[config.mk]
export PLATFORM = sky130hd
export DESIGN_NAME = pipelineCpu
export DESIGN_NICKNAME = d
export VERILOG_FILES = /design/src/hdl/cpuPkg.sv /design/src/hdl/fetchStage.sv /design/src/hdl/regFile.sv /design/src/hdl/decodeStage.sv /design/src/hdl/executeStage.sv /design/src/hdl/memWbStage.sv /design/src/hdl/pipelineCpu.sv
export SDC_FILE = /design/constraint.sdc
export NUM_CORES = 2
export LEC_CHECK = 0
export ABC_AREA = 1
export BUFFER_PORTS_ARGS = -buffer_cell sky130_fd_sc_hd__buf_2
export CORE_ASPECT_RATIO = 0.5
export CORE_MARGIN = 1.5
export CORE_UTILIZATION = 50
export DETAILED_ROUTE_END_ITERATION = 8
export PLACE_DENSITY = 0.67
export REMOVE_ABC_BUFFERS = 1
export SLEW_MARGIN = 0
export SYNTH_ARGS = -nofsm -noshare
export SYNTH_HDL_FRONTEND = slang
export SYNTH_HIERARCHICAL = 1
export SYNTH_SLANG_ARGS = --single-unit
[constraint.sdc]
create_clock -name clock -period 4.71 [get_ports clock]
set_clock_uncertainty 0.05 [all_clocks]
set_input_delay 0.2355 -clock clock [delete_from_list [all_inputs] [get_ports clock]]
set_output_delay 0.2355 -clock clock [all_outputs]
set_load 0.1 [all_outputs]
[src/hdl/cpuPkg.sv]
`default_nettype none

package cpuPkg;

    //////////////////////////////////////////////////////////////////////
    // Basic types
    //////////////////////////////////////////////////////////////////////

    typedef logic [31:0] wordT;
    typedef logic [4:0]  regIdxT;

    // Opcode numbers taken from the full ISA encoding
    typedef enum logic [4:0] {
        opR    = 5'd0,
        opJ    = 5'd1,
        opBne  = 5'd2,
        opAddi = 5'd5,
        opBlt  = 5'd6,
        opSw   = 5'd7,
        opLw   = 5'd8
    } opcodeE;

    // ALU function field of R-type instructions
    typedef enum logic [4:0] {
        aluAdd = 5'd0,
        aluSub = 5'd1,
        aluAnd = 5'd2,
        aluOr  = 5'd3,
        aluSll = 5'd4,
        aluSra = 5'd5
    } aluOpE;

    //////////////////////////////////////////////////////////////////////
    // Instruction formats
    //////////////////////////////////////////////////////////////////////

    typedef struct packed {
        opcodeE     opcode;
        regIdxT     rd;
        regIdxT     rs;
        regIdxT     rt;
        logic [4:0] shamt;
        aluOpE      aluOp;
        logic [1:0] spare;
    } rTypeT;

    typedef struct packed {
        opcodeE      opcode;
        regIdxT      rd;
        regIdxT      rs;
        logic [16:0] imm;
    } iTypeT;

    typedef struct packed {
        opcodeE      opcode;
        logic [26:0] target;
    } jTypeT;

    typedef union packed {
        rTypeT r;
        iTypeT i;
        jTypeT j;
    } instrU;

    // add r0, r0, r0
    localparam instrU nopInstr = '0;

    //////////////////////////////////////////////////////////////////////
    // Pipeline payloads
    //////////////////////////////////////////////////////////////////////

    typedef struct packed {
        instrU instr;
        wordT  pcPlus1;
        wordT  dataA;
        wordT  dataB;
    } dxT;

    typedef struct packed {
        instrU instr;
        wordT  aluResult;
        wordT  storeData;
    } xmT;

    typedef struct packed {
        instrU instr;
        wordT  aluResult;
        wordT  loadData;
    } mwT;

    typedef struct packed {
        logic   en;
        regIdxT idx;
        wordT   data;
    } wbT;

    typedef struct packed {
        logic taken;
        wordT target;
    } redirectT;

    // Branches and stores read rd as their second source
    function automatic logic usesRdAsSrc(opcodeE op);
        return (op == opBne) || (op == opBlt) || (op == opSw);
    endfunction

    // True for instructions that really update a register
    function automatic logic writesRd(instrU instr);
        return ((instr.r.opcode == opR) || (instr.r.opcode == opAddi) ||
                (instr.r.opcode == opLw)) && (instr.r.rd != '0);
    endfunction

endpackage

`default_nettype wire

[src/hdl/fetchStage.sv]
`timescale 1ns/1ps
`default_nettype none

module fetchStage #(
    parameter int pcWidth = 12
) (
    input  logic                 clock,
    input  logic                 rstN,
    input  cpuPkg::wordT         imemData,
    input  logic                 loadUseStall,
    input  cpuPkg::redirectT     redirect,
    output logic [pcWidth-1:0]   imemAddr,
    output cpuPkg::instrU        fdInstr,
    output cpuPkg::wordT         fdPcPlus1
);

    cpuPkg::wordT pc;
    cpuPkg::wordT pcPlus1;

    assign pcPlus1  = pc + 32'd1;

    // Instruction memory only sees the low address bits
    assign imemAddr = pc[pcWidth-1:0];

    //////////////////////////////////////////////////////////////////////
    // Program counter and F/D instruction
    //////////////////////////////////////////////////////////////////////

    // Redirect first, so a taken branch wins over a stall
    always_ff @(posedge clock) begin
        if (!rstN) begin
            pc      <= '0;
            fdInstr <= cpuPkg::nopInstr;
        end else if (redirect.taken) begin
            pc      <= redirect.target;
            fdInstr <= cpuPkg::nopInstr;
        end else if (!loadUseStall) begin
            pc      <= pcPlus1;
            fdInstr <= cpuPkg::instrU'(imemData);
        end
    end

    // PC+1 follows the instruction it belongs to
    always_ff @(posedge clock) begin
        if (!loadUseStall) begin
            fdPcPlus1 <= pcPlus1;
        end
    end

endmodule

`default_nettype wire

[src/hdl/regFile.sv]
`timescale 1ns/1ps
`default_nettype none

module regFile (
    input  logic           clock,
    input  logic           rstN,
    input  cpuPkg::regIdxT readIdxA,
    input  cpuPkg::regIdxT readIdxB,
    input  cpuPkg::wbT     wb,
    output cpuPkg::wordT   readDataA,
    output cpuPkg::wordT   readDataB
);

    // r0 has no storage
    cpuPkg::wordT regs [31:1];

    always_ff @(posedge clock) begin
        if (!rstN) begin
            for (int i = 1; i < 32; i++) begin
                regs[i] <= '0;
            end
        end else if (wb.en && (wb.idx != '0)) begin
            regs[wb.idx] <= wb.data;
        end
    end

    // Write-through so decode sees the value retiring this cycle
    assign readDataA = (readIdxA == '0) ? '0 :
                       (wb.en && (wb.idx == readIdxA)) ? wb.data : regs[readIdxA];
    assign readDataB = (readIdxB == '0) ? '0 :
                       (wb.en && (wb.idx == readIdxB)) ? wb.data : regs[readIdxB];

endmodule

`default_nettype wire

[src/hdl/decodeStage.sv]
`timescale 1ns/1ps
`default_nettype none

module decodeStage (
    input  logic             clock,
    input  logic             rstN,
    input  cpuPkg::instrU    fdInstr,
    input  cpuPkg::wordT     fdPcPlus1,
    input  cpuPkg::wordT     readDataA,
    input  cpuPkg::wordT     readDataB,
    input  cpuPkg::redirectT redirect,
    output cpuPkg::regIdxT   readIdxA,
    output cpuPkg::regIdxT   readIdxB,
    output logic             loadUseStall,
    output cpuPkg::dxT       dx
);

    cpuPkg::instrU  dxInstr;
    cpuPkg::wordT   dxPcPlus1;
    cpuPkg::wordT   dxDataA;
    cpuPkg::wordT   dxDataB;
    logic           rdIsSrc;
    logic           dxIsLoad;
    logic           hitA;
    logic           hitB;

    //////////////////////////////////////////////////////////////////////
    // Source register selection
    //////////////////////////////////////////////////////////////////////

    assign rdIsSrc  = cpuPkg::usesRdAsSrc(fdInstr.r.opcode);
    assign readIdxA = fdInstr.r.rs;
    // bne, blt and sw compare or store rd
    assign readIdxB = rdIsSrc ? fdInstr.r.rd : fdInstr.r.rt;

    //////////////////////////////////////////////////////////////////////
    // Load-use hazard
    //////////////////////////////////////////////////////////////////////

    // Load sitting in execute with a real destination
    assign dxIsLoad = (dxInstr.r.opcode == cpuPkg::opLw) && (dxInstr.r.rd != '0);

    assign hitA     = (readIdxA == dxInstr.r.rd);
    // Store data is patched later in the memory stage
    assign hitB     = (readIdxB == dxInstr.r.rd) && (fdInstr.r.opcode != cpuPkg::opSw);

    assign loadUseStall = dxIsLoad && (hitA || hitB);

    //////////////////////////////////////////////////////////////////////
    // D/X register
    //////////////////////////////////////////////////////////////////////

    // Bubble on stall, squash on redirect
    always_ff @(posedge clock) begin
        if (!rstN) begin
            dxInstr <= cpuPkg::nopInstr;
        end else if (redirect.taken || loadUseStall) begin
            dxInstr <= cpuPkg::nopInstr;
        end else begin
            dxInstr <= fdInstr;
        end
    end

    always_ff @(posedge clock) begin
        dxPcPlus1 <= fdPcPlus1;
        dxDataA   <= readDataA;
        dxDataB   <= readDataB;
    end

    assign dx = '{instr: dxInstr, pcPlus1: dxPcPlus1, dataA: dxDataA, dataB: dxDataB};

endmodule

`default_nettype wire

[src/hdl/executeStage.sv]
`timescale 1ns/1ps
`default_nettype none

module executeStage (
    input  logic             clock,
    input  logic             rstN,
    input  cpuPkg::dxT       dx,
    input  cpuPkg::instrU    memFwdInstr,
    input  cpuPkg::wordT     memFwdData,
    input  cpuPkg::wbT       wbFwd,
    output cpuPkg::redirectT redirect,
    output cpuPkg::xmT       xm
);

    cpuPkg::opcodeE opcode;
    cpuPkg::aluOpE  aluSel;
    cpuPkg::regIdxT srcA;
    cpuPkg::regIdxT srcB;
    cpuPkg::wordT   opA;
    cpuPkg::wordT   opB;
    cpuPkg::wordT   immExt;
    cpuPkg::wordT   aluB;
    cpuPkg::wordT   aluResult;
    logic           memHitA;
    logic           memHitB;
    logic           useImm;
    logic           branchTaken;
    logic           isJump;
    cpuPkg::instrU  xmInstr;
    cpuPkg::wordT   xmAluResult;
    cpuPkg::wordT   xmStoreData;

    assign opcode = dx.instr.r.opcode;
    assign srcA   = dx.instr.r.rs;
    assign srcB   = cpuPkg::usesRdAsSrc(opcode) ? dx.instr.r.rd : dx.instr.r.rt;

    //////////////////////////////////////////////////////////////////////
    // Operand bypass
    //////////////////////////////////////////////////////////////////////

    // Memory stage is younger, so it has priority over writeback
    assign memHitA = cpuPkg::writesRd(memFwdInstr) && (memFwdInstr.r.rd == srcA);
    assign memHitB = cpuPkg::writesRd(memFwdInstr) && (memFwdInstr.r.rd == srcB);

    assign opA = memHitA ? memFwdData :
                 (wbFwd.en && (wbFwd.idx == srcA)) ? wbFwd.data : dx.dataA;
    assign opB = memHitB ? memFwdData :
                 (wbFwd.en && (wbFwd.idx == srcB)) ? wbFwd.data : dx.dataB;

    //////////////////////////////////////////////////////////////////////
    // ALU
    //////////////////////////////////////////////////////////////////////

    assign immExt = {{15{dx.instr.i.imm[16]}}, dx.instr.i.imm};

    // Address arithmetic and addi go through the adder
    assign useImm = (opcode == cpuPkg::opAddi) || (opcode == cpuPkg::opLw) ||
                    (opcode == cpuPkg::opSw);
    assign aluB   = useImm ? immExt : opB;
    assign aluSel = (opcode == cpuPkg::opR) ? dx.instr.r.aluOp : cpuPkg::aluAdd;

    always_comb begin
        case (aluSel)
            cpuPkg::aluAdd: aluResult = opA + aluB;
            cpuPkg::aluSub: aluResult = opA - aluB;
            cpuPkg::aluAnd: aluResult = opA & aluB;
            cpuPkg::aluOr:  aluResult = opA | aluB;
            cpuPkg::aluSll: aluResult = opA << dx.instr.r.shamt;
            cpuPkg::aluSra: aluResult = cpuPkg::wordT'($signed(opA) >>> dx.instr.r.shamt);
            default:        aluResult = opA + aluB;
        endcase
    end

    //////////////////////////////////////////////////////////////////////
    // Branch and jump resolution
    //////////////////////////////////////////////////////////////////////

    // rd sits in opB, rs in opA
    assign branchTaken = ((opcode == cpuPkg::opBne) && (opB != opA)) ||
                         ((opcode == cpuPkg::opBlt) && ($signed(opB) < $signed(opA)));
    assign isJump      = (opcode == cpuPkg::opJ);

    assign redirect.taken  = branchTaken || isJump;
    // Jump target is absolute, branch offset is from PC+1
    assign redirect.target = isJump ? {5'b0, dx.instr.j.target} : dx.pcPlus1 + immExt;

    //////////////////////////////////////////////////////////////////////
    // X/M register
    //////////////////////////////////////////////////////////////////////

    always_ff @(posedge clock) begin
        if (!rstN) begin
            xmInstr <= cpuPkg::nopInstr;
        end else begin
            xmInstr <= dx.instr;
        end
    end

    // Store data may still be patched from writeback
    always_ff @(posedge clock) begin
        xmAluResult <= aluResult;
        xmStoreData <= opB;
    end

    assign xm = '{instr: xmInstr, aluResult: xmAluResult, storeData: xmStoreData};

endmodule

`default_nettype wire

[src/hdl/memWbStage.sv]
`timescale 1ns/1ps
`default_nettype none

module memWbStage (
    input  logic          clock,
    input  logic          rstN,
    input  cpuPkg::xmT    xm,
    input  cpuPkg::wordT  dmemReadData,
    output cpuPkg::wordT  dmemAddr,
    output cpuPkg::wordT  dmemWriteData,
    output logic          dmemWrite,
    output cpuPkg::instrU memFwdInstr,
    output cpuPkg::wordT  memFwdData,
    output cpuPkg::wbT    wb
);

    cpuPkg::instrU mwInstr;
    cpuPkg::wordT  mwAluResult;
    cpuPkg::wordT  mwLoadData;
    cpuPkg::mwT    mw;
    logic          storeBypass;

    //////////////////////////////////////////////////////////////////////
    // Data memory drive
    //////////////////////////////////////////////////////////////////////

    assign dmemAddr    = xm.aluResult;
    assign dmemWrite   = (xm.instr.r.opcode == cpuPkg::opSw);

    // Covers a load or ALU op retiring right behind the store
    assign storeBypass   = wb.en && (wb.idx == xm.instr.r.rd);
    assign dmemWriteData = storeBypass ? wb.data : xm.storeData;

    // Execute bypass source
    assign memFwdInstr = xm.instr;
    assign memFwdData  = xm.aluResult;

    //////////////////////////////////////////////////////////////////////
    // M/W register and writeback
    //////////////////////////////////////////////////////////////////////

    always_ff @(posedge clock) begin
        if (!rstN) begin
            mwInstr <= cpuPkg::nopInstr;
        end else begin
            mwInstr <= xm.instr;
        end
    end

    always_ff @(posedge clock) begin
        mwAluResult <= xm.aluResult;
        mwLoadData  <= dmemReadData;
    end

    assign mw = '{instr: mwInstr, aluResult: mwAluResult, loadData: mwLoadData};

    // Loads return memory data, all else the ALU result
    assign wb = '{en:   cpuPkg::writesRd(mw.instr),
                  idx:  mw.instr.r.rd,
                  data: (mw.instr.r.opcode == cpuPkg::opLw) ? mw.loadData : mw.aluResult};

endmodule

`default_nettype wire

[src/hdl/pipelineCpu.sv]
`timescale 1ns/1ps
`default_nettype none

module pipelineCpu #(
    parameter int pcWidth = 12
) (
    input  logic               clock,
    input  logic               rstN,
    input  cpuPkg::wordT       imemData,
    input  cpuPkg::wordT       dmemReadData,
    output logic [pcWidth-1:0] imemAddr,
    output cpuPkg::wordT       dmemAddr,
    output cpuPkg::wordT       dmemWriteData,
    output logic               dmemWrite
);

    //////////////////////////////////////////////////////////////////////
    // Inter-stage wiring
    //////////////////////////////////////////////////////////////////////

    cpuPkg::instrU    fdInstr;
    cpuPkg::wordT     fdPcPlus1;
    logic             loadUseStall;
    cpuPkg::redirectT redirect;
    cpuPkg::regIdxT   readIdxA;
    cpuPkg::regIdxT   readIdxB;
    cpuPkg::wordT     readDataA;
    cpuPkg::wordT     readDataB;
    cpuPkg::dxT       dx;
    cpuPkg::xmT       xm;
    cpuPkg::instrU    memFwdInstr;
    cpuPkg::wordT     memFwdData;
    cpuPkg::wbT       wb;

    // Input side
    fetchStage #(.pcWidth(pcWidth)) fetch (
        .clock(clock), .rstN(rstN), .imemData(imemData),
        .loadUseStall(loadUseStall), .redirect(redirect),
        .imemAddr(imemAddr), .fdInstr(fdInstr), .fdPcPlus1(fdPcPlus1)
    );

    // Processing
    decodeStage decode (
        .clock(clock), .rstN(rstN), .fdInstr(fdInstr), .fdPcPlus1(fdPcPlus1),
        .readDataA(readDataA), .readDataB(readDataB), .redirect(redirect),
        .readIdxA(readIdxA), .readIdxB(readIdxB),
        .loadUseStall(loadUseStall), .dx(dx)
    );

    regFile regs (
        .clock(clock), .rstN(rstN), .readIdxA(readIdxA), .readIdxB(readIdxB),
        .wb(wb), .readDataA(readDataA), .readDataB(readDataB)
    );

    executeStage execute (
        .clock(clock), .rstN(rstN), .dx(dx),
        .memFwdInstr(memFwdInstr), .memFwdData(memFwdData), .wbFwd(wb),
        .redirect(redirect), .xm(xm)
    );

    // Output side, memory and register writeback
    memWbStage memWb (
        .clock(clock), .rstN(rstN), .xm(xm), .dmemReadData(dmemReadData),
        .dmemAddr(dmemAddr), .dmemWriteData(dmemWriteData), .dmemWrite(dmemWrite),
        .memFwdInstr(memFwdInstr), .memFwdData(memFwdData), .wb(wb)
    );

endmodule

`default_nettype wire

Yosys cells after proc, flatten, opt, wreduce, memory -nomap -nowiden
Memory sizes are Yosys's and may differ from the RTL's. A register that Yosys moved wholly into a read port is not among the register bits.
Cells that the tools add are included.
{ "totals": {"ff_bits": 416, "ramBits": 992, "inputBits": 66, "output_inout_bits": 77, "word_cells": 120, "memories": 1} }
{ "mem_list": {"columns": ["memory", "depth", "width", "rd", "rd_ports_with_merged_regs", "write_ports", "line_no", "text"], "rows": [
  ["regs.regs", 31, 32, 2, 1, 31, "regFile.sv:15", "cpuPkg::wordT regs [31:1];"]
]} }
{ "classes": {"addsub": 4, "n_lt_le_gt_ge": 1, "n_eq_ne": 31, "shifts": 2, "n_mux": 25, "bitwise_logic": 3, "reduce_logical": 40} }
{ "ops": {"columns": ["operator", "count"], "rows": [
  ["$mux 32", 13],
  ["$pmux 32 s5", 1],
  ["$add 32x32->32", 2],
  ["$eq 5x3->1 const B", 10],
  ["$eq 5x5->1", 9],
  ["$add 32x1->32 const B", 1],
  ["$and 32x32->32", 1],
  ["$lt 32x32->1", 1],
  ["$ne 32x32->1", 1],
  ["$or 32x32->32", 1],
  ["$reduce_or 32->1", 1],
  ["$shl 32x5->32", 1],
  ["$sshr 32x5->32", 1],
  ["$sub 32x32->32", 1],
  ["$mux 5", 6],
  ["$logic_not 5->1", 5],
  ["$eq 5x2->1 const B", 4],
  ["$eq 5x4->1 const B", 3],
  ["$logic_and 1x1->1", 15],
  ["$reduce_bool 5->1", 3],
  ["$logic_or 1x1->1", 14],
  ["$eq 5x1->1 const B", 2],
  ["$mux 1", 5],
  ["$ne 5x3->1 const B", 1],
  ["3 further kinds", 4]
]} }

Logic depth before layout (Yosys ltp)
{ "logic_depth": {"word_depth": 14, "depth_mapped": 39, "depth_no_buf": 39} }

By module
Netlist, hierarchy kept.
{ "modules_own_cells": {"columns": ["module", "instances", "cells_per_inst", "area_each_um2", "seq_area_each_um2"], "rows": [
  ["regFile", 1, 7423, 58084.5, 30749.5],
  ["executeStage", 1, 2650, 14597.8, 1921.8],
  ["fetchStage", 1, 577, 4514.3, 2242.2],
  ["memWbStage", 1, 441, 3580.9, 1481.4],
  ["decodeStage", 1, 270, 3275.6, 2562.5]
]} }

Worst setup path before layout
OpenSTA, ideal clock, no wires.
{ "synth_path": {"path_type": "reg2reg", "start": "register memWb/mwInstr[29] in the netlist's numbering", "end": "register execute.xmAluResult[31]", "t_arrival_ps": 4302, "required_ps": 4543, "setup_slack_ps": 241, "path_stages_with_launch": 35, "n_path_buf": 2, "synth_period_minus_slack_ps": 4469, "path_cell_list": "dfxtp_1 nor2_4 inv_2 nand2_2 nand2_2 nor2_8 buf_4 nand2_1 nor2_4 buf_4 nand4_1 nand3_1 nand3b_1 nand2_1 ha_1 nand3_2 nor2_4 nand2_2 nor2_4 nor2_1 xor2_1 ha_1 nand2_1 nor2_1 nand4_1 o21ai_0 nand2_1 o21bai_1 a31oi_1 inv_1 nand2_1 nand2_1 nand3_1 nand3_1 nand2_1"} }
{ "synth_lines": {"columns": ["element", "line_no", "text"], "rows": [
  ["from (decl)", "memWbStage.sv:17", "cpuPkg::instrU mwInstr;"],
  ["from (signal assigned)", "memWbStage.sv:44", "mwInstr <= cpuPkg::nopInstr;"],
  ["from (signal assigned)", "memWbStage.sv:46", "mwInstr <= xm.instr;"],
  ["to (signal assigned)", "executeStage.sv:101", "xmAluResult <= aluResult;"],
  ["to (decl)", "executeStage.sv:30", "cpuPkg::wordT xmAluResult;"]
]} }

Final worst setup path
{ "layout_path": {"start": "register decode/dxInstr[30] in the netlist's numbering", "end": "register execute.xmAluResult[30]"} }
{ "layout_via": {"elab_chain_len": 11} }
{ "layout_lines": {"columns": ["element", "line_no", "text"], "rows": [
  ["from (decl)", "decodeStage.sv:18", "cpuPkg::instrU dxInstr;"],
  ["from (signal assigned)", "decodeStage.sv:56", "dxInstr <= cpuPkg::nopInstr;"],
  ["from (signal assigned)", "decodeStage.sv:58", "dxInstr <= cpuPkg::nopInstr;"],
  ["from (signal assigned)", "decodeStage.sv:60", "dxInstr <= fdInstr;"],
  ["$eq 5x2->1 / $eq 5x3->1 (equally long branches)", "cpuPkg.sv:104", "return (op == opBne) || (op == opBlt) || (op == opSw);"],
  ["$logic_or 1x1->1 (2 in a row)", "cpuPkg.sv:104", null],
  ["$mux 5", "executeStage.sv:35", "assign srcB = cpuPkg::usesRdAsSrc(opcode) ? dx.instr.r.rd : dx.instr.r.rt;"],
  ["$eq 5x5->1", "executeStage.sv:48", "(wbFwd.en && (wbFwd.idx == srcB)) ? wbFwd.data : dx.dataB;"],
  ["$logic_and 1x1->1", "executeStage.sv:48", null],
  ["$mux 32", "executeStage.sv:48", null],
  ["$mux 32", "executeStage.sv:47", "assign opB = memHitB ? memFwdData :"],
  ["$mux 32", "executeStage.sv:59", "assign aluB = useImm ? immExt : opB;"],
  ["$add 32x32->32, or another cell as far along", "executeStage.sv:64, executeStage.sv:70", null],
  ["$pmux 32 s5 (*)", "executeStage.sv:63", "case (aluSel)"],
  ["net execute.aluResult[30]", "executeStage.sv:23", "cpuPkg::wordT aluResult;"]
]} }
Mark *: on every way through the listed nets, which the timed path passes. The rest lies on a longest branch.
A chain may end at the register's enable or synchronous reset.

==> implementation parameters <==
Parameter                              Value

Place
  Setup Slack @ Placement    -0.561 ns
  Estimated wirelength of the detail-placed design    224000 um
  Port Buffer Count    142
  Routability congestion estimate from global placement    1.04

Timing
  Final setup violation count    6
  Final worst-path cycle share    103%
  Unrepaired setup endpoints after global routing    true
  Final-layout worst hold slack    0.0513 ns
  Peak clock frequency supported by timing    206 MHz
  Pins over their slew limit    0
  Slew @ Worst Pin    1.32 ns
  Final hold violation count    0
  Relative slew margins    11.4%
  Crit path time final    4.85 ns
  Worst Slack Setup Final    -0.141 ns

Power
  Peak supply drop    0.506 mV
  Cell area power density    514 nW/um^2
  Static leakage    41.1 nW
  Overall power consumption    47.9 mW

Flow run
  Count of max-cap constraint violations    0

Status
  Outcome    finished with violations
  Violations in the final reports    setup timing

Detailed routing
  Post-detailed-routing wire length    343000 um
  First drt pass iteration count    7
  Routed len/inst    25.9 um
  Vias per std cell    5.99
  ANT nets after route    0
  Initial DRC count    12500
  # DRC    0
  Total number of vias    79400

Synthesis
  Number of instances in the synthesized netlist    10700
  Summed instance area of the synthesized netlist    79500 um^2
  Average instance area after synthesis    7.40 um^2
  Ys Warns    6

Setup path
  Most common cell type on the critical path    sky130_fd_sc_hd__nand3_4
  Dominant delay contributor by cell family on the critical path    simple AND/OR/NAND/NOR gates
  Path type of the worst setup path    flip-flop to flip-flop
  CP Buf/Inv Count    6
  Critical Path Max Stage Delay    0.36 ns
  Critical path required time    5.31 ns
  Data arrival at the endpoint of the critical path    5.45 ns
  Sort of element at the start of the critical path    flip-flop
  CP Max Fanout    8
  Critical Path Slowest Stage Cell    sky130_fd_sc_hd__dfxtp_4
  Critical path endpoint category    flip-flop

Clock tree
  Clock insertion delay at the later pin of the skew report    0.81 ns
  Total clock buffers created by CTS    138
  Deepest level of the CTS H-tree    4
  Cell at the root of the clock tree    sky130_fd_sc_hd__clkbuf_16
  CTS clk-pin slew, worst paths    0.06 ns
  Sinks on Clock Net    1336
  Buffer levels on the longest clock path    4
  Clock tree from TritonCTS    done

Global route
  Via count of the first global-routing pass    72500
  Antenna violations before repair    7
  Aggregate global-route resource usage    40.9%
  Maximum number of pins on one net before global-route repair    151
  First-pass GRT wire length    486000 um
  Global route total overflow    0

Finish
  Net count of the finished layout    11200
  Relative area change from synthesis to final layout    17.2%
  Core utilization of the finished layout    59.0%
  Filler instances    14300
  Ratio of cells with drive above 1 in the final layout    15.6%

Die
  # IOs    143
  Die Area    162000 um^2
  Die width    567 um
  Initial Util    50.4%
  Number of core rows    103
  Die Ht    285 um
  Area of the core region    158000 um^2

Hold path
  Hold Path Class    primary input to flip-flop
==> path summary, 6_finish.rpt <==
kind              depth (start not counted)                              end  slack [ns]                          start
setup / recovery                         33  execute/xmAluResult[30]$_DFF_P_       -0.14  decode/dxInstr[30]$_SDFF_PP0_
hold / removal                            2     memWb/mwLoadData[10]$_DFF_P_        0.05               dmemReadData[10]
setup reg to reg                         33  execute/xmAluResult[30]$_DFF_P_       -0.14  decode/dxInstr[30]$_SDFF_PP0_
hold reg to reg                           0      decode/dxPcPlus1[0]$_DFF_P_        0.29   fetch/fdPcPlus1[0]$_DFFE_PN_
==> registers in the layout, indices dropped and copies added, names as in the netlist <==
signal / cells
decode/dxDataA: 32
decode/dxDataB: 32
decode/dxInstr: 32
decode/dxPcPlus1: 12
execute/xmAluResult: 32
execute/xmInstr: 10
execute/xmStoreData: 32
fetch/fdInstr: 32
fetch/fdPcPlus1: 12
fetch/pc: 12
memWb/mwAluResult: 32
memWb/mwInstr: 10
memWb/mwLoadData: 32
regs/regs: 1024
==> report_power, final <==
group	switching (mW)	total (mW)	leakage, nW	internal [mW]
Sequential	0.781	14.6	13.2	13.8
Clock	4.88	11.1	2.16	6.23
Combinational	15.4	22.3	25.7	6.88
==> worst reg2reg max path, delay by kind of cell, from the launching register on <==
family | cells | cell delay (ns)
and+or+nand+nor | 18 | 1.89
AOI/OAI and AO/OA | 6 | 0.95
buffers and inverters | 6 | 0.87
DFF | 1 | 0.36
xor gates and xnor gates | 2 | 0.34
adders and majority gates | 1 | 0.25
==> through the flow <==
stage / cell area, um^2 / cells / setup TNS (ns)
after global placement: 85100 / 12900 / -23.43
after CTS: 91300 / 13200 / -0.467
final: 93200 / 13200 / -0.588
after global routing: 93200 / 13200 / -5.53
after floorplan: 75500 / 9884 / -2013.73
after detailed placement: 85100 / 12900 / -26.54
==> per-layer routing <==
| metal | up-vias | track usage [%] | share of wire [%] |
|---|---|---|---|
| met1 | 37200 | 54.3 | 37 |
| li1 | 35600 | - | - |
| met4 | 6 | 22.2 | 6.3 |
| met5 | - | 0 | 0.011 |
| met3 | 964 | 13.2 | 15 |
| met2 | 5595 | 59.3 | 41 |
==> cell usage in the layout, fill, tap and decap left out, types with 24 or more instances in the layout <==
cell	n
sky130_fd_sc_hd__or2_2	59
sky130_fd_sc_hd__nand2_2	113
sky130_fd_sc_hd__inv_2	30
sky130_fd_sc_hd__nand3_4	31
sky130_fd_sc_hd__buf_6	35
sky130_fd_sc_hd__buf_4	713
sky130_fd_sc_hd__nand2_4	46
sky130_fd_sc_hd__xor2_1	39
sky130_fd_sc_hd__ha_1	61
sky130_fd_sc_hd__buf_2	141
sky130_fd_sc_hd__nand4_1	78
sky130_fd_sc_hd__dlygate4sd3_1	65
sky130_fd_sc_hd__o21ai_0	528
sky130_fd_sc_hd__a21oi_2	31
sky130_fd_sc_hd__o21ai_2	39
sky130_fd_sc_hd__clkinv_2	24
sky130_fd_sc_hd__buf_12	55
sky130_fd_sc_hd__nand3_2	44
sky130_fd_sc_hd__clkinv_1	36
sky130_fd_sc_hd__nor2_2	43
sky130_fd_sc_hd__nand3_1	1393
sky130_fd_sc_hd__o211ai_1	224
sky130_fd_sc_hd__nand2_1	2651
sky130_fd_sc_hd__dfxtp_1	288
sky130_fd_sc_hd__clkbuf_16	147
sky130_fd_sc_hd__edfxtp_1	1036
sky130_fd_sc_hd__inv_1	960
sky130_fd_sc_hd__conb_1	32
sky130_fd_sc_hd__nor2_4	55
sky130_fd_sc_hd__o21ai_1	44
sky130_fd_sc_hd__nor2_1	1465
sky130_fd_sc_hd__a21oi_1	347
==> area by class of cell <==
class / count / area (um^2) / share of cell area [%]
clock inverters: 62 / 546 / 0.585
flip-flops and latches: 1336 / 37100 / 39.9
well taps: 2100 / 2630 / 2.82
multi-input cells: 7534 / 36800 / 39.5
clock buffers: 175 / 3820 / 4.10
repair buffers: 1017 / 8360 / 8.97
inverters: 1018 / 3860 / 4.15
diodes: 4 / 10.0 / 0.0107
==> repair_timing <==
action / CTS / global route
setup buffers: 31 / 42
hold endpoints to repair: 69 / 0
pin swaps: 71 / 140
resized for setup: 192 / 370
endpoints found under the setup margin: 96 / 99
cloned: 6 / 5
hold buffers: 65 / 0
Note: power is estimated with default switching activity, not from simulation.
